**config.mk**
```make
export PLATFORM = sky130hd
export DESIGN_NAME = block_reader
export DESIGN_NICKNAME = d
export VERILOG_FILES = /design/src/logic/bus_pkg.sv /design/src/logic/mover_pkg.sv /design/src/logic/block_reader.sv
export SDC_FILE = /design/constraint.sdc
export NUM_CORES = 1
export LEC_CHECK = 0
export ABC_AREA = 1
export BUFFER_PORTS_ARGS = -buffer_cell sky130_fd_sc_hd__clkbuf_2
export CORE_UTILIZATION = 52
export DETAILED_ROUTE_END_ITERATION = 10
export PLACE_DENSITY = 0.86
export SYNTH_ARGS = -nofsm -noshare
export SYNTH_HDL_FRONTEND = slang
export SYNTH_SLANG_ARGS = --single-unit
```
**constraint.sdc**
```tcl
create_clock -name clk -period 4.05 [get_ports clk]
set_input_delay 0 -clock clk [delete_from_list [all_inputs] [get_ports clk]]
set_output_delay 0 -clock clk [all_outputs]
set_load 0.005 [all_outputs]
```
**src/logic/bus_pkg.sv**
```systemverilog
`default_nettype none

package bus_pkg;

    localparam int addr_width = 16;  // byte address.
    localparam int data_width = 8;   // one byte per bus cycle.

    ////////////////////
    // wishbone classic
    ////////////////////

    // master to slave.
    typedef struct packed {
        logic                  cyc;
        logic                  stb;
        logic                  we;
        logic [addr_width-1:0] adr;
        logic [data_width-1:0] dat;  // write data.
    } wb_req_t;

    // slave to master.
    typedef struct packed {
        logic                  ack;
        logic [data_width-1:0] dat;  // read data, valid with ack.
    } wb_rsp_t;

endpackage

`default_nettype wire

```
**src/logic/mover_pkg.sv**
```systemverilog
`default_nettype none

package mover_pkg;

    localparam int len_width = 16;  // byte count.

    ////////////////////
    // move command
    ////////////////////

    // src and dst are byte addresses on the shared bus.
    typedef struct packed {
        logic [bus_pkg::addr_width-1:0] src;
        logic [bus_pkg::addr_width-1:0] dst;
        logic [len_width-1:0]           length;
    } move_cmd_t;

    // regions must not overlap and must not wrap past the top address.

endpackage

`default_nettype wire

```
**src/logic/block_reader.sv**
```systemverilog
`timescale 1ns/100ps
`default_nettype none

module block_reader #(
    parameter int fifo_depth = 8
) (
    input  wire logic                      clk,
    input  wire logic                      reset,
    input  wire logic                      start,
    input  wire mover_pkg::move_cmd_t      cmd,
    input  wire logic [$clog2(fifo_depth):0] level,
    output bus_pkg::wb_req_t               bus_req,
    input  wire bus_pkg::wb_rsp_t          bus_rsp,
    output logic                           push,
    output logic [7:0]                     push_data
);

    localparam int count_width = $clog2(fifo_depth) + 1;

    logic [bus_pkg::addr_width-1:0] rd_addr;
    logic [mover_pkg::len_width-1:0] remaining;
    logic                            req_cyc;
    logic [count_width:0]            pending;
    logic                            room;

    // bytes already in the FIFO plus the one on its way.
    assign pending = {1'b0, level} + (count_width+1)'(req_cyc);
    assign room    = pending < fifo_depth;

    ////////////////////
    // read requests
    ////////////////////

    always_ff @(posedge clk) begin
        if (reset) begin
            req_cyc   <= 1'b0;
            remaining <= '0;
        end else if (start) begin
            rd_addr   <= cmd.src;
            remaining <= cmd.length;
        end else if (req_cyc) begin
            if (bus_rsp.ack) begin
                req_cyc   <= 1'b0;
                rd_addr   <= rd_addr + 1'b1;
                remaining <= remaining - 1'b1;
            end
        end else if (remaining != '0 && room) begin
            req_cyc <= 1'b1;  // wait for space first.
        end
    end

    always_comb begin
        bus_req     = '0;
        bus_req.cyc = req_cyc;
        bus_req.stb = req_cyc;
        bus_req.we  = 1'b0;
        bus_req.adr = rd_addr;
    end

    // the byte goes to the FIFO on the ack edge.
    assign push      = req_cyc && bus_rsp.ack;
    assign push_data = bus_rsp.dat;

    assert property (@(posedge clk) disable iff (reset)
        bus_req.stb && !bus_rsp.ack |=> bus_req.stb && $stable(bus_req.adr))
        else $error("block_reader: request changed before ack");

endmodule

`default_nettype wire

```
==> flow_summary.yaml <==
status:
  status: "complete, no violations"
cts:
  insertion_delay_ns: 0.29
  cts.sinks: 33
  clockRootBuffer: "clkbuf_8"
  cts_resized: 0
  cts_tree: "built"
  numCtsBuffers: 5
  post-cts-setup-buffers: 0
  clk_pin_slew_ns: 0.07
  cts_max_level: 2
  clockBufferDepth: 2
floorplanning:
  die_w_um: 69.04
  dieArea_mm2: 0.004767
  ios: 100
  initial_core_util: 0.5405
  fp-row-count: 24
  fp.dieH_um: 69.04
  coreArea_mm2: 0.004324
route:
  routed_wl_um: 5827
  vias: 2439
  dr.pass1.iters: 5
  wire_per_inst_um: 12.67
  drt-initial-drc-count: 184
  drcViolationCount: 0
  viasPerCell: 5.302
  ant_nets: 0
critical_path:
  critPathKind: "in2reg"
  slowest_stage: "clkbuf_2"
  crit_chain: "clkbuf_2, inv_2, nand2_1, inv_1, nor2_2, buf_4"
  path_buf_inv: 4
  cp_data_required_time_ns: 4.02
  crit_start: "start"
  max_stage_delay_ns: 0.65
  startpoint_type: "input pin"
  crit_fanout: 45
  r2r_start: "req_cyc$_SDFFE_PP0N_"
  worst_setup_path_end_kind: "flip-flop"
  crit_arrival_ns: 2.20
  path_delay_family: "buffers and inverters"
timing:
  tns_ns: 0
  fmax_ghz: 0.4494
  post-route-period-util: 0.5494
  final.min_clock_period_ns: 2.225
  tightest_slew_ns: 0.8817
  finalHoldViolations: 0
  rsz0062_at_grt: "no"
  slew_headroom: 0.4122
  fin_worst_skew_ns: 0.006052
  setup_viol: 0
  slew_viol_final: 0
synth:
  synth.area.top_cells: "edfxtp_1 21%, nand2_1 18%, dfxtp_1 15%"
  synthFlopType: "dfxtp_1"
  synth_top_area_frac: 0.2056
  synth_warnings: 0
  postSynthCellCount: 350
  ys_types: 32
  yosysMostFrequentCell: "nand2_1"
  yosys-top-cells-count: "115 x nand2_1, 37 x nor2_1, 29 x inv_1, 26 x nand3_1"
  ys_async_sr_fraction: 0
  yosysTopAreaCell: "edfxtp_1"
  synth_edf_count: 16
  syn_area_mm2: 0.002337
  seq_area_frac_synth: 0.3512
  avgSynthCellArea_um2: 6.678
  synth_seq_cells: 33
cells_and_area:
  nets: 473
  layout-drive-gt1-share: 0.1961
  syn2layout_area_growth_pct: 18.74
  final_cells: 460
  insertedDiodeCount: 0
global_routing:
  grt_pass1_vias: 2270
  overflow: 0
  grt_usage: 0.2536
  grt_pass1_wl_um: 9818
  antenna_found_initial: 0
  grt_max_degree: 46
power_and_ir_drop:
  max-vdd-ir-drop_mv: 0.2319
  power_leakage_nw: 1.347
  p_per_area_mw_per_mm2: 333.3
placed_design:
  hpwl_um: 4033
  dp_cells: 438
  portBuffers: 55
  gp_congestion: 0.8758
hold_path:
  hold_class: "in2out"
  hp-start: "bus_rsp[5]"
run:
  drv_cap: 0
[power breakdown]
group	switching [mW]	internal, mW
sequential	0.0286	0.377
combinational	0.126	0.0830
clock	0.129	0.182
[sequential cells by signal (all words and copies together) (netlist names)]
register and count:
rd_addr 16, remaining 16, req_cyc 1
[layout make-up]
class	instances	area, um2
inverters	33	123.9
well taps	52	65.06
multi-input cells	264	1236
clock inverters	2	33.78
fillers	407	1549
flip-flops and latches	33	820.8
clock buffers	6	72.57
repair buffers	70	422.9
[routing by layer]
layer | GRT usage | share of wire
met5 | 0 | 0
met4 | 0.1202 | 0.020
met3 | 0.04678 | 0.076
met2 | 0.4412 | 0.50
met1 | 0.2993 | 0.40
[stage by stage]
| step | utilization | total power, mW | area, um2 | setup WS, ns | hold slack [ns] |
|---|---|---|---|---|---|
| final | 0.6418 | 0.9249 | 2775 | 1.825 | 0.000002259 |
| after global routing | 0.6418 | 0.9770 | 2775 | 1.635 | 0.00001555 |
| after CTS | 0.6418 | 0.9248 | 2775 | 1.847 | 0.00003458 |
| after detailed placement | 0.5848 | 0.6078 | 2529 | 1.542 | 0.00003458 |
| after global placement | 0.5848 | 0.6001 | 2529 | 1.583 | 0.00003458 |
| after floorplan | - | 0.5595 | 2367 | 2.475 | 0.08082 |
[layout by cell type, fill, tap and decap left out]
| cell | netlist | final |
|---|---|---|
| a21oi_1 | 20 | 20 |
| a22oi_1 | 1 | 1 |
| buf_4 | 20 | 1 |
| bufinv_16 | 0 | 1 |
| clkbuf_1 | 3 | 1 |
| clkbuf_2 | 0 | 55 |
| clkbuf_8 | 0 | 5 |
| clkinv_1 | 0 | 1 |
| conb_1 | 1 | 9 |
| dfxtp_1 | 17 | 17 |
| dlygate4sd3_1 | 0 | 14 |
| edfxtp_1 | 16 | 16 |
| ha_1 | 2 | 2 |
| inv_1 | 29 | 29 |
| inv_2 | 4 | 4 |
| nand2_1 | 115 | 115 |
| nand2_2 | 2 | 2 |
| nand3_1 | 26 | 26 |
| nand3_2 | 1 | 1 |
| nand3b_1 | 2 | 2 |
| nand4_1 | 1 | 1 |
| nor2_1 | 37 | 37 |
| nor2_2 | 4 | 4 |
| nor2_4 | 5 | 5 |
| nor3_1 | 6 | 6 |
| nor3_4 | 1 | 1 |
| nor4_1 | 1 | 1 |
| o211ai_1 | 3 | 3 |
| o21ai_0 | 15 | 15 |
| o21ai_1 | 4 | 4 |
| o21bai_1 | 1 | 1 |
| o221ai_1 | 1 | 1 |
| o31ai_1 | 1 | 1 |
| or2_2 | 1 | 1 |
| xnor2_1 | 3 | 3 |
| xor2_1 | 2 | 2 |
[what timing repair did]
action / CTS / global route
endpoints found under the setup margin: 0 / 0
hold buffers: 14 / 0
endpoints found under the hold margin: 14 / 0
[cells by family after synthesis]
kind of cell	after synthesis	share of synthesized area
flops	33	0.3512
simple gates	202	0.3785
compound gates	46	0.1065
buf+inv	61	0.1328
xor+xnor	5	0.01874
fa+ha+maj	2	0.01070
other cells	1	0.001604
[worst paths after layout]
| check | to | cells after the start | slack (ns) |
|---|---|---|---|
| setup reg to reg | rd_addr[11]$_DFFE_PP_ | 5 | 2.11 |
| setup / recovery | rd_addr[11]$_DFFE_PP_ | 6 | 1.83 |
| hold / removal | push_data[5] | 0 | 0.000002 |
| hold reg to reg | req_cyc$_SDFFE_PP0N_ | 2 | 0.48 |
No activity file was read; power rests on OpenSTA's default activity.
