## config.mk

```make
export PLATFORM = sky130hd
export DESIGN_NAME = bus_arbiter
export DESIGN_NICKNAME = d
export VERILOG_FILES = /design/src/logic/bus_pkg.sv /design/src/logic/bus_arbiter.sv
export SDC_FILE = /design/constraint.sdc
export NUM_CORES = 1
export LEC_CHECK = 0
export ABC_AREA = 1
export BUFFER_PORTS_ARGS = -buffer_cell sky130_fd_sc_hd__buf_2
export CORE_UTILIZATION = 34
export CTS_BUF_LIST = sky130_fd_sc_hd__clkbuf_8 sky130_fd_sc_hd__clkbuf_16
export CTS_CLUSTER_SIZE = 24
export DETAILED_ROUTE_END_ITERATION = 7
export GPL_ROUTABILITY_DRIVEN = 0
export PLACE_DENSITY = 0.88
export REMOVE_ABC_BUFFERS = 1
export SLEW_MARGIN = 20
export SYNTH_ARGS = -nofsm -noshare
export SYNTH_HDL_FRONTEND = slang
export SYNTH_SLANG_ARGS = --single-unit
```

## constraint.sdc

```tcl
create_clock -name clk -period 2.49 [get_ports clk]
set_input_delay 0.3735 -clock clk [delete_from_list [all_inputs] [get_ports clk]]
set_output_delay 0.3735 -clock clk [all_outputs]
set_load 0.02 [all_outputs]
```

## src/logic/bus_pkg.sv

```systemverilog
`default_nettype none

package bus_pkg;

    localparam int addr_width = 16;  // byte address.
    localparam int data_width = 8;   // one byte per bus cycle.

    ////////////////////
    // wishbone classic
    ////////////////////

    // master to slave.
    typedef struct packed {
        logic                  cyc;
        logic                  stb;
        logic                  we;
        logic [addr_width-1:0] adr;
        logic [data_width-1:0] dat;  // write data.
    } wb_req_t;

    // slave to master.
    typedef struct packed {
        logic                  ack;
        logic [data_width-1:0] dat;  // read data, valid with ack.
    } wb_rsp_t;

endpackage

`default_nettype wire

```

## src/logic/bus_arbiter.sv

```systemverilog
`timescale 1ns/100ps
`default_nettype none

module bus_arbiter (
    input  wire logic             clk,
    input  wire logic             reset,
    input  wire bus_pkg::wb_req_t host_req,
    input  wire bus_pkg::wb_req_t reader_req,
    input  wire bus_pkg::wb_req_t writer_req,
    output bus_pkg::wb_rsp_t      host_rsp,
    output bus_pkg::wb_rsp_t      reader_rsp,
    output bus_pkg::wb_rsp_t      writer_rsp,
    output bus_pkg::wb_req_t      mem_req,
    input  wire bus_pkg::wb_rsp_t mem_rsp
);

    localparam int host_bit   = 0;
    localparam int reader_bit = 1;
    localparam int writer_bit = 2;

    logic [2:0] grant;        // one-hot, zero when idle.
    logic       writer_turn;  // reader goes first after reset.
    logic       granted_cyc;

    assign granted_cyc = (grant[host_bit]   && host_req.cyc)   ||
                         (grant[reader_bit] && reader_req.cyc) ||
                         (grant[writer_bit] && writer_req.cyc);

    ////////////////////
    // grant
    ////////////////////

    always_ff @(posedge clk) begin
        if (reset) begin
            grant       <= '0;
            writer_turn <= 1'b0;
        end else if (grant != '0) begin
            if (!granted_cyc) begin
                grant <= '0;  // master dropped cyc.
            end
        end else if (host_req.cyc) begin
            grant[host_bit] <= 1'b1;
        end else if (reader_req.cyc && (!writer_req.cyc || !writer_turn)) begin
            grant[reader_bit] <= 1'b1;
            writer_turn       <= 1'b1;
        end else if (writer_req.cyc) begin
            grant[writer_bit] <= 1'b1;
            writer_turn       <= 1'b0;
        end
    end

    ////////////////////
    // routing
    ////////////////////

    always_comb begin
        mem_req = '0;
        if (grant[host_bit]) begin
            mem_req = host_req;
        end else if (grant[reader_bit]) begin
            mem_req = reader_req;
        end else if (grant[writer_bit]) begin
            mem_req = writer_req;
        end
    end

    always_comb begin
        host_rsp       = mem_rsp;
        reader_rsp     = mem_rsp;
        writer_rsp     = mem_rsp;
        host_rsp.ack   = mem_rsp.ack && grant[host_bit];  // ack to the owner only.
        reader_rsp.ack = mem_rsp.ack && grant[reader_bit];
        writer_rsp.ack = mem_rsp.ack && grant[writer_bit];
    end

    assert property (@(posedge clk) disable iff (reset) $onehot0(grant))
        else $error("bus_arbiter: more than one grant active");

endmodule

`default_nettype wire

```

==> run_results.csv <==
group,metric,value,unit
critical_path,end_kind,"output port",
logic_synthesis,ys_seq_elements,4,
logic_synthesis,synthArstFlopShare,0,%
critical_path,r2r_setup_slack,1.15,ns
detailed_routing,drt_iter0_markers,44,
logic_synthesis,synth_common_cells,"53 x a21oi_1, 29 x nand3_1, 29 x nor2_1",
logic_synthesis,synth_seq_area_share,7.583,%
logic_synthesis,synth_warnings,0,
logic_synthesis,synth_cells,187,
logic_synthesis,synth_edf_count,0,
critical_path,regToRegStartpoint,"grant[0]$_SDFFE_PP0P_",
sta,worst_slew_pin_slew,0.5239,ns
min_path,worstHoldStart,"reset",
global_routing,grt_usage,20.47,%
sta,setup_violations,0,
logic_synthesis,syn_area,0.001056,sq mm
sta,final_max_slew_viol_count,0,
global_routing,grt_antenna_before_repair,0,
critical_path,critPathKind,"flop to output port",
floorplanning,rows,19,
detailed_routing,postRouteAntennaNets,0,
sta,skew,0.003402,ns
logic_synthesis,synth_top_cell_area_share,25.12,%
placed_design,portBuffers,113,
global_routing,grt_max_degree,28,
detailed_routing,firstDrtPassIters,8,
sta,fin_crit,1.975,ns
logic_synthesis,synth_area_leaders,"a21oi_1 25%, buf_4 18%, nand3_1 14%",
clock_tree,cts_max_level,1,
floorplanning,start_util,37.02,%
critical_path,setup.worst_path.start_class,"flop",
sta,rsz0062_at_grt,"false",
placed_design,postPlaceCellArea,0.001425,sq mm
placed_design,hpwl,2.897,mm
clock_tree,cts_tree,"yes",
clock_tree,cts_resized,0,
job,cap_violations,0,
sta,slew_headroom,65.02,%
global_routing,overflow,0,
sta,hold_viol_final,0,
logic_synthesis,synthFlopType,"dfxtp_1",
critical_path,cp.required,2.12,ns
clock_tree,cts_root_buffer,"clkbuf_8",
sta,max_freq,506.3,MHz
detailed_routing,drc_errors,7,
pwr,p_sw_share,48.00,%
pwr,ir_drop,0.2452,mV
pwr,p_int,0.3454,mW
floorplanning,die_w,57.73,um
final_layout,fin_nets,365,
logic_synthesis,syn_area_per_cell,5.647,sq um
pwr,pwr-share-seq,13.5,%
sta,finalCritPeriodShare,79.32,%
sta,setup_tns,0,ns
detailed_routing,drt-total-wl,3.693,mm
min_path,hold_class,"primary input to flop",
clock_tree,postCtsSetupBuffers,0,
floorplanning,die_h,57.73,um
logic_synthesis,synth_top_cell_by_area,"a21oi_1",
pwr,switching_power,0.3189,mW
logic_synthesis,yosysUniqueCellTypes,18,
run_status,failed_checks,"design-rule violations",
final_layout,postLayoutCoreUtil,51.40,%
detailed_routing,post_drt_wl_per_cell,12.23,um
pwr,p_clk_share,20.9,%
critical_path,path_max_fanout,27,
critical_path,rr_endpoint,"grant[1]$_SDFFE_PP0P_",
clock_tree,holdBufCountCts,0,
critical_path,crit_arrival,1.60,ns
floorplanning,dieArea,0.003333,sq mm
clock_tree,cts_sinks,4,
final_layout,final_layout_size_suffix_gt1_share,46.86,%
floorplanning,core_area,0.002853,sq mm
global_routing,grt_pass1_wl,5.285,mm
detailed_routing,vias_per_cell,5.126,
final_layout,syn_to_final_growth,38.86,%
final_layout,postLayoutCellArea,0.001466,sq mm
min_path,min_delay_worst_endpoint,"grant[2]$_SDFFE_PP0P_",
detailed_routing,vias,1548,
pwr,p_comb_share,65.5,%
clock_tree,clk_pin_slew,0.03,ns
pwr,power_per_cell_area,453.0,mW/mm^2
final_layout,antenna_cells,0,
clock_tree,clkLatencyLatePin,0.22,ns
min_path,hold_depth,2,
global_routing,grt_pass1_vias,1287,
run_status,outcome,"finished with violations",
critical_path,reg2reg_depth,7,
clock_tree,cts_made_buffers,3,
logic_synthesis,synth_most_common_cell,"a21oi_1",
pwr,total_leakage_power,0.8327,nW
clock_tree,cts.path.max_buffers,2,
floorplanning,num_io_pins,146,
-- cell families after synthesis --
family	count (synthesis)	share of synthesized area, %
simple gates	75	31.52
flops	4	7.583
compound gates	60	29.98
buf+inv	48	30.92
-- power by group through the flow --
stage	combinational [mW]	clock, mW	sequential (mW)
4_1_cts	0.437	0.140	0.0905
6_report	0.435	0.139	0.0900
2_1_floorplan	0.240	0	0.101
3_5_place_dp	0.435	0	0.0914
5_1_grt	0.473	0.148	0.0931
3_3_place_gp	0.432	0	0.0903
-- layer usage --
metal	GRT usage, %	vias to the layer above	part of all wire (%)
met5	6.349	-	0
met4	7.483	0	1.3
met3	11.38	4	14
met2	37.71	107	49
met1	18.29	655	35
li1	-	782	-
-- flip-flops by register name, indices dropped and copies added (netlist names) --
register	count
writer_turn	1
grant	3
-- layout by cell type (no fill, tap or decap) --
cell / instances
nand3_1: 29
nand2_4: 1
a21boi_0: 2
buf_4: 4
a21oi_1: 53
nand2_1: 13
o21ai_0: 1
buf_2: 113
a21oi_2: 2
a31oi_1: 1
clkbuf_8: 3
inv_2: 2
o21bai_1: 1
nor2_1: 29
nand4_1: 2
inv_1: 9
dfxtp_1: 4
nor2_2: 1
buf_12: 1
-- worst max-delay path, stage by stage, from the launching register on --
cell,delay (ns)
dfxtp_1,0.46
inv_2,0.42
nand3_1,0.13
a21oi_1,0.18
buf_2,0.18
-- worst max path at each step --
stage | from | to | slack [ns] | depth (start not counted)
floorplan | grant[1]$_SDFFE_PP0P_ | mem_req[0] | 0.69 | 3
global placement | grant[0]$_SDFFE_PP0P_ | mem_req[26] | 0.76 | 6
detailed placement | grant[1]$_SDFFE_PP0P_ | mem_req[8] | 0.73 | 4
CTS | grant[1]$_SDFFE_PP0P_ | mem_req[8] | 0.50 | 4
global route | grant[1]$_SDFFE_PP0P_ | mem_req[18] | 0.38 | 4
finish | grant[1]$_SDFFE_PP0P_ | mem_req[8] | 0.52 | 4
-- layout make-up --
class                           count  area [sq um]
Clock buffer                        3         41.29
Fill cell                         286          1386
Inverter                           11         41.29
Multi-Input combinational cell    135         649.4
Sequential cell                     4         80.08
Tap cell                           31         38.79
Timing Repair Buffer              118         615.6
-- per-stage QoR --
stage	cells	setup WS [ns]	power, mW	hold WS, ns
2_1_floorplan	150	0.6899	0.3408	0.4359
5_1_grt	302	0.3804	0.7146	0.3749
6_report	302	0.5150	0.6642	0.3633
3_5_place_dp	299	0.7306	0.5263	0.5474
4_1_cts	302	0.4955	0.6675	0.3599
3_3_place_gp	299	0.7632	0.5220	0.5354
Power figures use the tool's default switching activity.
