--- config.mk ---
export PLATFORM = sky130hd
export DESIGN_NAME = byte_fifo
export DESIGN_NICKNAME = d
export VERILOG_FILES = /design/src/logic/byte_fifo.sv
export SDC_FILE = /design/constraint.sdc
export NUM_CORES = 1
export LEC_CHECK = 0
export BUFFER_PORTS_ARGS = -buffer_cell sky130_fd_sc_hd__buf_2
export CORE_MARGIN = 1.5
export CORE_UTILIZATION = 30
export CTS_BUF_LIST = sky130_fd_sc_hd__clkbuf_16
export DETAILED_ROUTE_END_ITERATION = 6
export GPL_ROUTABILITY_DRIVEN = 0
export PLACE_DENSITY_LB_ADDON = 0.12
export SETUP_SLACK_MARGIN = 0.2
export SLEW_MARGIN = 20
export SYNTH_ARGS = -nofsm -noshare
export SYNTH_HDL_FRONTEND = slang
export SYNTH_SLANG_ARGS = --single-unit
--- constraint.sdc ---
create_clock -name clk -period 3.47 [get_ports clk]
set_clock_uncertainty 0.15 [all_clocks]
set_input_delay 0.694 -clock clk [delete_from_list [all_inputs] [get_ports clk]]
set_output_delay 0.694 -clock clk [all_outputs]
set_load 0.05 [all_outputs]
--- src/logic/byte_fifo.sv ---
`timescale 1ns/100ps
`default_nettype none

module byte_fifo #(
    parameter int fifo_depth = 8
) (
    input  wire logic                  clk,
    input  wire logic                  reset,
    input  wire logic                  push,
    input  wire logic [7:0]            push_data,
    input  wire logic                  pop,
    output logic [7:0]                 head,
    output logic                       empty,
    output logic                       full,
    output logic [$clog2(fifo_depth):0] level
);

    localparam int ptr_width = $clog2(fifo_depth);

    logic [7:0]           buffer [fifo_depth];
    logic [ptr_width-1:0] wr_ptr;
    logic [ptr_width-1:0] rd_ptr;
    logic [ptr_width:0]   count;
    logic                 do_push;
    logic                 do_pop;

    assign do_push = push && !full;
    assign do_pop  = pop && !empty;

    ////////////////////
    // storage
    ////////////////////

    always_ff @(posedge clk) begin
        if (do_push) begin
            buffer[wr_ptr] <= push_data;
        end
    end

    always_ff @(posedge clk) begin
        if (reset) begin
            wr_ptr <= '0;
            rd_ptr <= '0;
            count  <= '0;
        end else begin
            if (do_push) begin
                wr_ptr <= wr_ptr + 1'b1;  // wraps, depth is a power of two.
            end
            if (do_pop) begin
                rd_ptr <= rd_ptr + 1'b1;
            end
            if (do_push && !do_pop) begin
                count <= count + 1'b1;
            end else if (do_pop && !do_push) begin
                count <= count - 1'b1;
            end
        end
    end

    assign head  = buffer[rd_ptr];
    assign empty = count == '0;
    assign full  = count == fifo_depth;
    assign level = count;

    assert property (@(posedge clk) disable iff (reset) push |-> !full)
        else $error("byte_fifo: push while full");
    assert property (@(posedge clk) disable iff (reset) pop |-> !empty)
        else $error("byte_fifo: pop while empty");

endmodule

`default_nettype wire

==> flow_summary_export.csv, run 1 <==
group,metric,value,unit
run_status,status,"finished, final reports clean",
sta,rsz0062_at_grt,"false",
logic_synthesis,syn_area_per_cell,18.9,sq um
power,power.density,845,nW/um^2
sta,finalCriticalPeriod,2.98,ns
clocking,htree_levels,3,
power,vdd_ir_drop_max,0.000484,V
floorplanning,coreArea,10200,sq um
critical_path,rr_startpoint,"level[1]",
cells_and_area,nNetsFinal,222,
logic_synthesis,ys.warnings.count,0,
placed_design,hpwlAfterDp,3.90,mm
critical_path,cp_slowest_cell,"or4b_4",
critical_path,reg2reg_to,"level[3]",
floorplanning,initial_core_util,30.7,%
global_route,grt-ovfl-total,0,
clocking,cts_tree,"done",
cells_and_area,regArea,2180,sq um
critical_path,worstPathArrival,3.05,ns
cells_and_area,antenna_cells,0,
cells_and_area,multi_input_area,891,sq um
global_route,antenna_found_initial,0,
clocking,cts-root-buf,"clkbuf_16",
critical_path,crit_required,3.54,ns
power,p_total,3.19,mW
cells_and_area,syn2layout_area_growth,20.2,%
job,maxCapViolCount,0,
critical_path,slowest_delay,0.61,ns
clocking,cts_resized,0,
sta,finalCritPeriodShare,85.9,%
floorplanning,die_h,105,um
worst_hold_path,min_path_cells,2,
route,wire_per_inst,17.6,um
global_route,grt_pass1_vias,1685,
placed_design,dp.cells,329,
critical_path,reg2reg_depth,10,
global_route,track_usage,11.8,%
sta,max_freq,335,MHz
clocking,cts_buffer_depth,2,
sta,tightest_slew,0.837,ns
power,p_leak,1.33,nW
cells_and_area,drive_gt1_share,29.7,%
clocking,postCtsHoldBufs,0,
logic_synthesis,syn_inst,166,
floorplanning,fp.dieW,105,um
clocking,clk_pin_slew_worst_paths,0.06,ns
global_route,grt_pass1_wl,9.29,mm
clocking,worstSkewPairLatency,0.33,ns
worst_hold_path,hold_end,"rd_ptr[2]",
critical_path,end_kind,"register",
critical_path,crit_type,"reg2reg",
logic_synthesis,synth.distinct_cells,29,
route,totalWireLength,6.07,mm
worst_hold_path,holdCritStartpoint,"rd_ptr[2]",
cells_and_area,layout.cells.non_filler,345,
sta,setup_tns,0,ns
floorplanning,num_io_pins,26,
worst_hold_path,hold_path_class,"reg2reg",
route,drt-pass1-iter-count,4,
clocking,numCtsBuffers,9,
sta,hold_slack,0.375,ns
route,via_count,1593,
cells_and_area,final_common_cell,"edfxtp_1",
sta,timing.slew.headroom,44.1,%
route,drt_iter0_drc,55,
sta,hold_viol,0,
critical_path,critPathMaxFanout,7,
sta,finalMaxSlewViolations,0,
route,via_per_inst,4.62,
clocking,cts.sink_count,77,
route,drc,0,
critical_path,r2r_slack,0.49,ns
sta,setup_violations,0,
logic_synthesis,yosysSeqAreaShare,69.5,%
placed_design,io_buffers,25,
logic_synthesis,syn_area,3140,sq um
floorplanning,dieArea,11100,sq um
route,ant_nets,0,
clocking,post_cts_buffers,0,
cells_and_area,nFillCells,945,
logic_synthesis,synth_fp_nets,184,
critical_path,path_cells,"or4b_4, nand2_4, inv_1, ha_1, inv_1, ha_1, a21oi_1, a211oi_1, a31oi_1, mux2_2",
global_route,grt_max_degree,17,
critical_path,start_kind,"register",
cells_and_area,final_cell_mix,"edfxtp_1, buf_2, nor2_1",
floorplanning,num_rows,37,
logic_synthesis,ys_ff_latch,77,
## per-layer routing
metal / global-route usage, % / vias up / wire length [um]
met2: 20.7 / 29 / 3180
met4: 6.65 / 0 / 116
li1: - / 743 / -
met1: 13.2 / 811 / 2580
met3: 2.84 / 10 / 200
met5: 0 / - / 0
## critical path: cells and delay by family, from the launching register on
kind / cells / cell delay, ns
buffers and inverters: 2 / 0.22
AO/OA/AOI/OAI: 3 / 0.52
multiplexers: 1 / 0.35
AND/OR/NAND/NOR: 2 / 0.73
adder cells (fa/ha/maj): 2 / 0.51
flip-flops: 1 / 0.40
## logic make-up (layout without fill, tap and decap cells)
logic type	Yosys count	after routing	share of synthesized area, %
flops	77	77	69.5
simple gates	33	33	5.14
mux	27	27	17.1
buf+inv	11	54	2.11
fa+ha+maj	6	6	2.63
compound gates	6	6	1.79
xor+xnor	6	6	1.67
## Yosys cell counts, drive strengths merged
cell    instances  share of area, %
xor2            3              0.84
nor3            4              0.64
a211oi          1              0.24
fa              1              0.64
inv             4              0.48
mux4           16                13
a31oi           1              0.20
clkbuf          3              0.36
ha              5               2.0
dfxtp          13               8.3
mux2i           2              0.64
mux2            9               3.2
edfxtp         64                61
nand2b          2              0.40
nand2           5              0.84
nor2           16               1.9
xnor2           3              0.84
nor2b           1              0.20
or4b            1              0.44
nor4            2              0.40
nand3           2              0.32
o41ai           1              0.88
buf             4               1.3
a21oi           3              0.48
## cell type report
class                           count  share of cell area (%)
Multi-Input combinational cell     78                    23.6
Clock inverter                      7                    2.59
Tap cell                          136                    4.51
Clock buffer                        9                    5.97
Inverter                            4                   0.398
Timing Repair Buffer               34                    5.11
Sequential cell                    77                    57.8
## sequential cells by signal, summed over array words and instances, names as in the netlist, named ones only
name	flops
wr_ptr	3
level	4
rd_ptr	3
buffer	64
## per-stage QoR
| stage | util (%) | cell area (sq um) | setup slack [ns] |
|---|---|---|---|
| after floorplan | - | 3140 | 0.436 |
| after global placement | 33.7 | 3450 | 0.671 |
| after detailed placement | 33.7 | 3450 | 0.471 |
| after CTS | 36.9 | 3770 | 0.460 |
| after global routing | 36.9 | 3770 | 0.301 |
| final | 36.9 | 3770 | 0.489 |
## worst max-delay path by stage
stage | end | startpoint | cells after the start | slack, ns
finish | level[3] | level[1] | 10 | 0.49
global route | level[3] | level[1] | 10 | 0.30
CTS | level[3] | level[1] | 10 | 0.46
detailed placement | level[3] | level[1] | 10 | 0.47
global placement | level[3] | level[1] | 10 | 0.67
floorplan | level[3] | level[3] | 10 | 0.44
## where the power goes
part	total, mW	internal, mW	switching, mW
clock network	0.989	0.631	0.357
logic	1.00	0.377	0.624
registers	1.20	1.10	0.102
Note: power is estimated with default switching activity, not from simulation.
==> run 2: changes to the inputs <==
CELL_PAD_IN_SITES_DETAIL_PLACEMENT = 1   (was default)
CELL_PAD_IN_SITES_GLOBAL_PLACEMENT = 1   (was default)
==> flow_summary_export.csv, run 2 (synthesis results as in run 1) <==
group,metric,value,unit
global_route,antenna_found_initial,0,
floorplanning,dieArea,11100,sq um
clocking,postCtsHoldBufs,0,
clocking,cts_tree,"done",
route,ant_nets,0,
floorplanning,num_rows,37,
critical_path,end_kind,"register",
critical_path,cp_top_family,"simple AND/OR/NAND/NOR gates",
placed_design,io_buffers,25,
clocking,post_cts_buffers,0,
sta,max_freq,336,MHz
clocking,worstSkewPairLatency,0.33,ns
sta,finalCritPeriodShare,85.8,%
cells_and_area,nFillCells,1038,
sta,timing.slew.headroom,44.2,%
sta,finalCriticalPeriod,2.98,ns
sta,fin_ws,0.494,ns
sta,tightest_slew,0.836,ns
global_route,grt_pass1_wl,9.83,mm
clocking,cts_buffer_depth,2,
global_route,track_usage,12.6,%
critical_path,crit_type,"reg2reg",
power,vdd_ir_drop_max,0.000530,V
run_status,status,"finished, final reports clean",
route,drc,0,
floorplanning,die_h,105,um
route,wire_per_inst,18.6,um
cells_and_area,largest-register,"buffer",
critical_path,worstPathArrival,3.04,ns
cells_and_area,nNetsFinal,222,
cells_and_area,final_common_cell,"edfxtp_1",
cells_and_area,final_area,3740,sq um
placed_design,hpwlAfterDp,4.09,mm
sta,setup_tns,0,ns
placed_design,dpl_cell_area,3450,sq um
sta,rsz0062_at_grt,"false",
sta,setup_violations,0,
route,drt-pass1-iter-count,4,
global_route,grt_pass1_vias,1749,
global_route,grt-ovfl-total,0,
critical_path,path_cells,"or4b_4, nand2_4, inv_1, ha_1, inv_1, ha_1, a21oi_1, a211oi_1, a31oi_1, mux2_2",
floorplanning,fp.dieW,105,um
floorplanning,initial_core_util,30.7,%
cells_and_area,final_cell_mix,"edfxtp_1, buf_2, nor2_1",
clocking,cts.sink_count,77,
sta,hold_slack,0.374,ns
critical_path,path_buf_inv,2,
worst_hold_path,hold_path_class,"reg2reg",
critical_path,slowest_delay,0.61,ns
floorplanning,num_io_pins,26,
clocking,cts_resized,0,
placed_design,post-place-ws,0.471,ns
power,power.density,829,nW/um^2
cells_and_area,largest_reg_flops,64,
cells_and_area,antenna_cells,0,
global_route,grt_max_degree,17,
clocking,htree_levels,3,
job,maxCapViolCount,0,
route,via_per_inst,4.59,
cells_and_area,syn2layout_area_growth,19.1,%
route,drt_iter0_drc,54,
clocking,numCtsBuffers,9,
route,via_count,1583,
critical_path,crit_required,3.54,ns
cells_and_area,regArea,2180,sq um
clocking,clk_pin_slew_worst_paths,0.06,ns
cells_and_area,multi_input_area,891,sq um
power,p_leak,1.33,nW
critical_path,start_kind,"register",
critical_path,critPathMaxFanout,7,
critical_path,cp_slowest_cell,"or4b_4",
cells_and_area,drive_gt1_share,29.2,%
sta,finalMaxSlewViolations,0,
sta,hold_viol,0,
clocking,cts-root-buf,"clkbuf_16",
route,totalWireLength,6.41,mm
floorplanning,coreArea,10200,sq um
==> run 2: power breakdown <==
| group | switching (mW) | leakage, nW | total (mW) | internal [mW] |
|---|---|---|---|---|
| clock network | 0.349 | 0.152 | 0.897 | 0.548 |
| logic | 0.625 | 0.491 | 1.00 | 0.375 |
| registers | 0.103 | 0.687 | 1.20 | 1.10 |
| total | 1.08 | 1.33 | 3.10 | 2.02 |
==> run 2: final timing paths <==
check	depth (start not counted)	slack (ns)	from	end
hold / removal	2	0.37	rd_ptr[2]	rd_ptr[2]
setup / recovery	10	0.49	level[1]	level[3]
setup reg to reg	10	0.49	level[1]	level[3]
hold reg to reg	2	0.37	rd_ptr[2]	rd_ptr[2]
==> run 2: layer usage <==
metal	GRT usage [%]	vias up	wire length, um
met5	0	-	0
met4	5.87	0	90
met3	3.65	9	222
met2	22.2	29	3460
met1	14.0	810	2640
li1	-	735	-
==> run 2: tightest hold or removal path: cells and delay by family, from the launching register on <==
| family | cells | cell delay (ns) |
|---|---|---|
| simple gates | 1 | 0.05 |
| xor+xnor | 1 | 0.11 |
| flops | 1 | 0.32 |
==> run 2: final cells by class <==
cell class | instances | area share [%]
repair buffers | 34 | 5.16
clock buffers | 9 | 6.03
well taps | 136 | 4.55
multi-input cells | 78 | 23.8
clock inverters | 7 | 1.64
flip-flops and latches | 77 | 58.4
inverters | 4 | 0.402
==> run 2: per-stage QoR <==
stage | std cells | utilization (%) | power (mW)
global route | 345 | 36.5 | 3.25
finish | 345 | 36.5 | 3.10
floorplan | 166 | - | 2.02
global placement | 329 | 33.7 | 2.19
CTS | 345 | 36.5 | 3.15
detailed placement | 329 | 33.7 | 2.24
==> run 3: changes to the inputs <==
--- a/config.mk
+++ b/config.mk
@@ -14,4 +14,5 @@
 export DETAILED_ROUTE_END_ITERATION = 6
 export GPL_ROUTABILITY_DRIVEN = 0
+export GPL_TIMING_DRIVEN = 0
 export PLACE_DENSITY_LB_ADDON = 0.12
 export SETUP_SLACK_MARGIN = 0.2
==> constraint.sdc (replaced) <==
create_clock -name clk -period 3.47 [get_ports clk]
set_clock_uncertainty 0.15 [all_clocks]
set_input_delay 0.1735 -clock clk [delete_from_list [all_inputs] [get_ports clk]]
set_output_delay 0.1735 -clock clk [all_outputs]
set_load 0.05 [all_outputs]
==> flow_summary_export.csv, run 3 (synthesis results as in run 1) <==
group,metric,value,unit
run_status,status,"finished, final reports clean",
placed_design,dpl_cell_area,3500,sq um
clocking,post_cts_buffers,0,
cells_and_area,largest_reg_flops,64,
route,totalWireLength,6.17,mm
power,p_leak,1.36,nW
route,via_per_inst,4.52,
cells_and_area,antenna_cells,0,
cells_and_area,syn2layout_area_growth,22.2,%
cells_and_area,multi_input_area,917,sq um
critical_path,crit_type,"reg2reg",
power,internal_power,1.98,mW
power,power.density,798,nW/um^2
cells_and_area,final_area,3840,sq um
sta,setup_tns,0,ns
sta,finalCriticalPeriod,3.03,ns
power,power.switching,1.08,mW
cells_and_area,nNetsFinal,233,
power,p_total,3.06,mW
global_route,track_usage,12.5,%
power,pwr-share-seq,38.5,%
floorplanning,num_io_pins,26,
floorplanning,initial_core_util,30.7,%
clocking,cts-root-buf,"clkbuf_16",
global_route,grt_pass1_vias,1799,
power,switching_share,35.4,%
clocking,cts_tree,"done",
cells_and_area,final_core_util,37.5,%
cells_and_area,final_cell_mix,"edfxtp_1, buf_2, nor2_1",
global_route,antenna_found_initial,0,
floorplanning,coreArea,10200,sq um
route,via_count,1608,
power,p_comb_share,34.9,%
global_route,grt-ovfl-total,0,
placed_design,post-place-ws,0.409,ns
cells_and_area,largest-register,"buffer",
critical_path,critPathMaxFanout,7,
floorplanning,num_rows,37,
critical_path,worstPathArrival,3.09,ns
sta,tightest_slew,0.956,ns
route,wire_per_inst,17.3,um
power,vdd_ir_drop_max,0.000540,V
critical_path,start_kind,"register",
floorplanning,die_h,105,um
clocking,cts_buffer_depth,2,
global_route,grt_pass1_wl,10.1,mm
critical_path,end_kind,"register",
power,clockPowerShare,26.6,%
cells_and_area,drive_gt1_share,28.6,%
route,ant_nets,0,
route,drc,0,
global_route,grt_max_degree,13,
placed_design,hpwlAfterDp,4.30,mm
worst_hold_path,hold_path_class,"in2reg",
clocking,worstSkewPairLatency,0.33,ns
cells_and_area,nFillCells,1026,
route,drt_iter0_drc,90,
clocking,htree_levels,3,
job,maxCapViolCount,0,
clocking,cts.sink_count,77,
placed_design,io_buffers,25,
sta,max_freq,330,MHz
route,drt-pass1-iter-count,4,
sta,rsz0062_at_grt,"false",
sta,fin_ws,0.444,ns
floorplanning,fp.dieW,105,um
clocking,cts_resized,0,
cells_and_area,final_common_cell,"edfxtp_1",
floorplanning,dieArea,11100,sq um
sta,hold_viol,0,
sta,setup_violations,0,
sta,finalMaxSlewViolations,0,
critical_path,crit_required,3.53,ns
sta,timing.slew.headroom,36.0,%
sta,finalCritPeriodShare,87.2,%
clocking,clk_pin_slew_worst_paths,0.06,ns
cells_and_area,regArea,2180,sq um
clocking,numCtsBuffers,9,
## run 3: power by group through the flow
stage	clock network, mW	logic (mW)	registers (mW)
final	0.813	1.07	1.18
after global routing	0.867	1.16	1.20
after CTS	0.836	1.09	1.18
after detailed placement	0	1.08	1.20
after global placement	0	1.03	1.19
after floorplan	0	0.755	1.26
## run 3: worst paths after layout
kind | start | endpoint | slack, ns | cells after the start
worst min-delay path | reset | level[3] | 0.08 | 3
worst min register to register | rd_ptr[2] | rd_ptr[2] | 0.38 | 2
worst max-delay path | level[1] | level[3] | 0.44 | 10
worst max register to register | level[1] | level[3] | 0.44 | 10
## run 3: routing by layer
metal	up-vias	track usage, %	share of wire, %
met5	-	0	0
met4	0	4.11	1.3
met3	6	3.83	3.8
met2	30	20.8	51
met1	812	15.6	44
li1	760	-	-
## run 3: through the flow
step,instances,hold WS [ns]
final,356,0.0761
after global routing,356,0.100
after CTS,356,0.0691
after detailed placement,332,0.297
after global placement,327,0.280
after floorplan,166,0.122
## run 3: final cells by class
| class | instances | area share, % |
|---|---|---|
| plain buffers | 7 | 1.34 |
| clock buffers | 9 | 5.87 |
| clock inverters | 7 | 0.946 |
| inverters | 4 | 0.391 |
| multi-input cells | 78 | 23.9 |
| flip-flops and latches | 77 | 56.9 |
| well taps | 136 | 4.43 |
| repair buffers | 38 | 6.26 |
## run 3: what timing repair did
action	CTS	global route
endpoints found under the setup margin	0	0
endpoints found under the hold margin	64	0
hold buffers	8	0
## run 3: critical path: stages, from the launching register on
cell and delay (ns):
dfxtp_1 0.41, or4b_4 0.62, nand2_4 0.14, inv_1 0.10
ha_1 0.22, inv_1 0.13, ha_1 0.29, a21oi_1 0.21
a211oi_1 0.11, a31oi_1 0.19, mux2_2 0.35
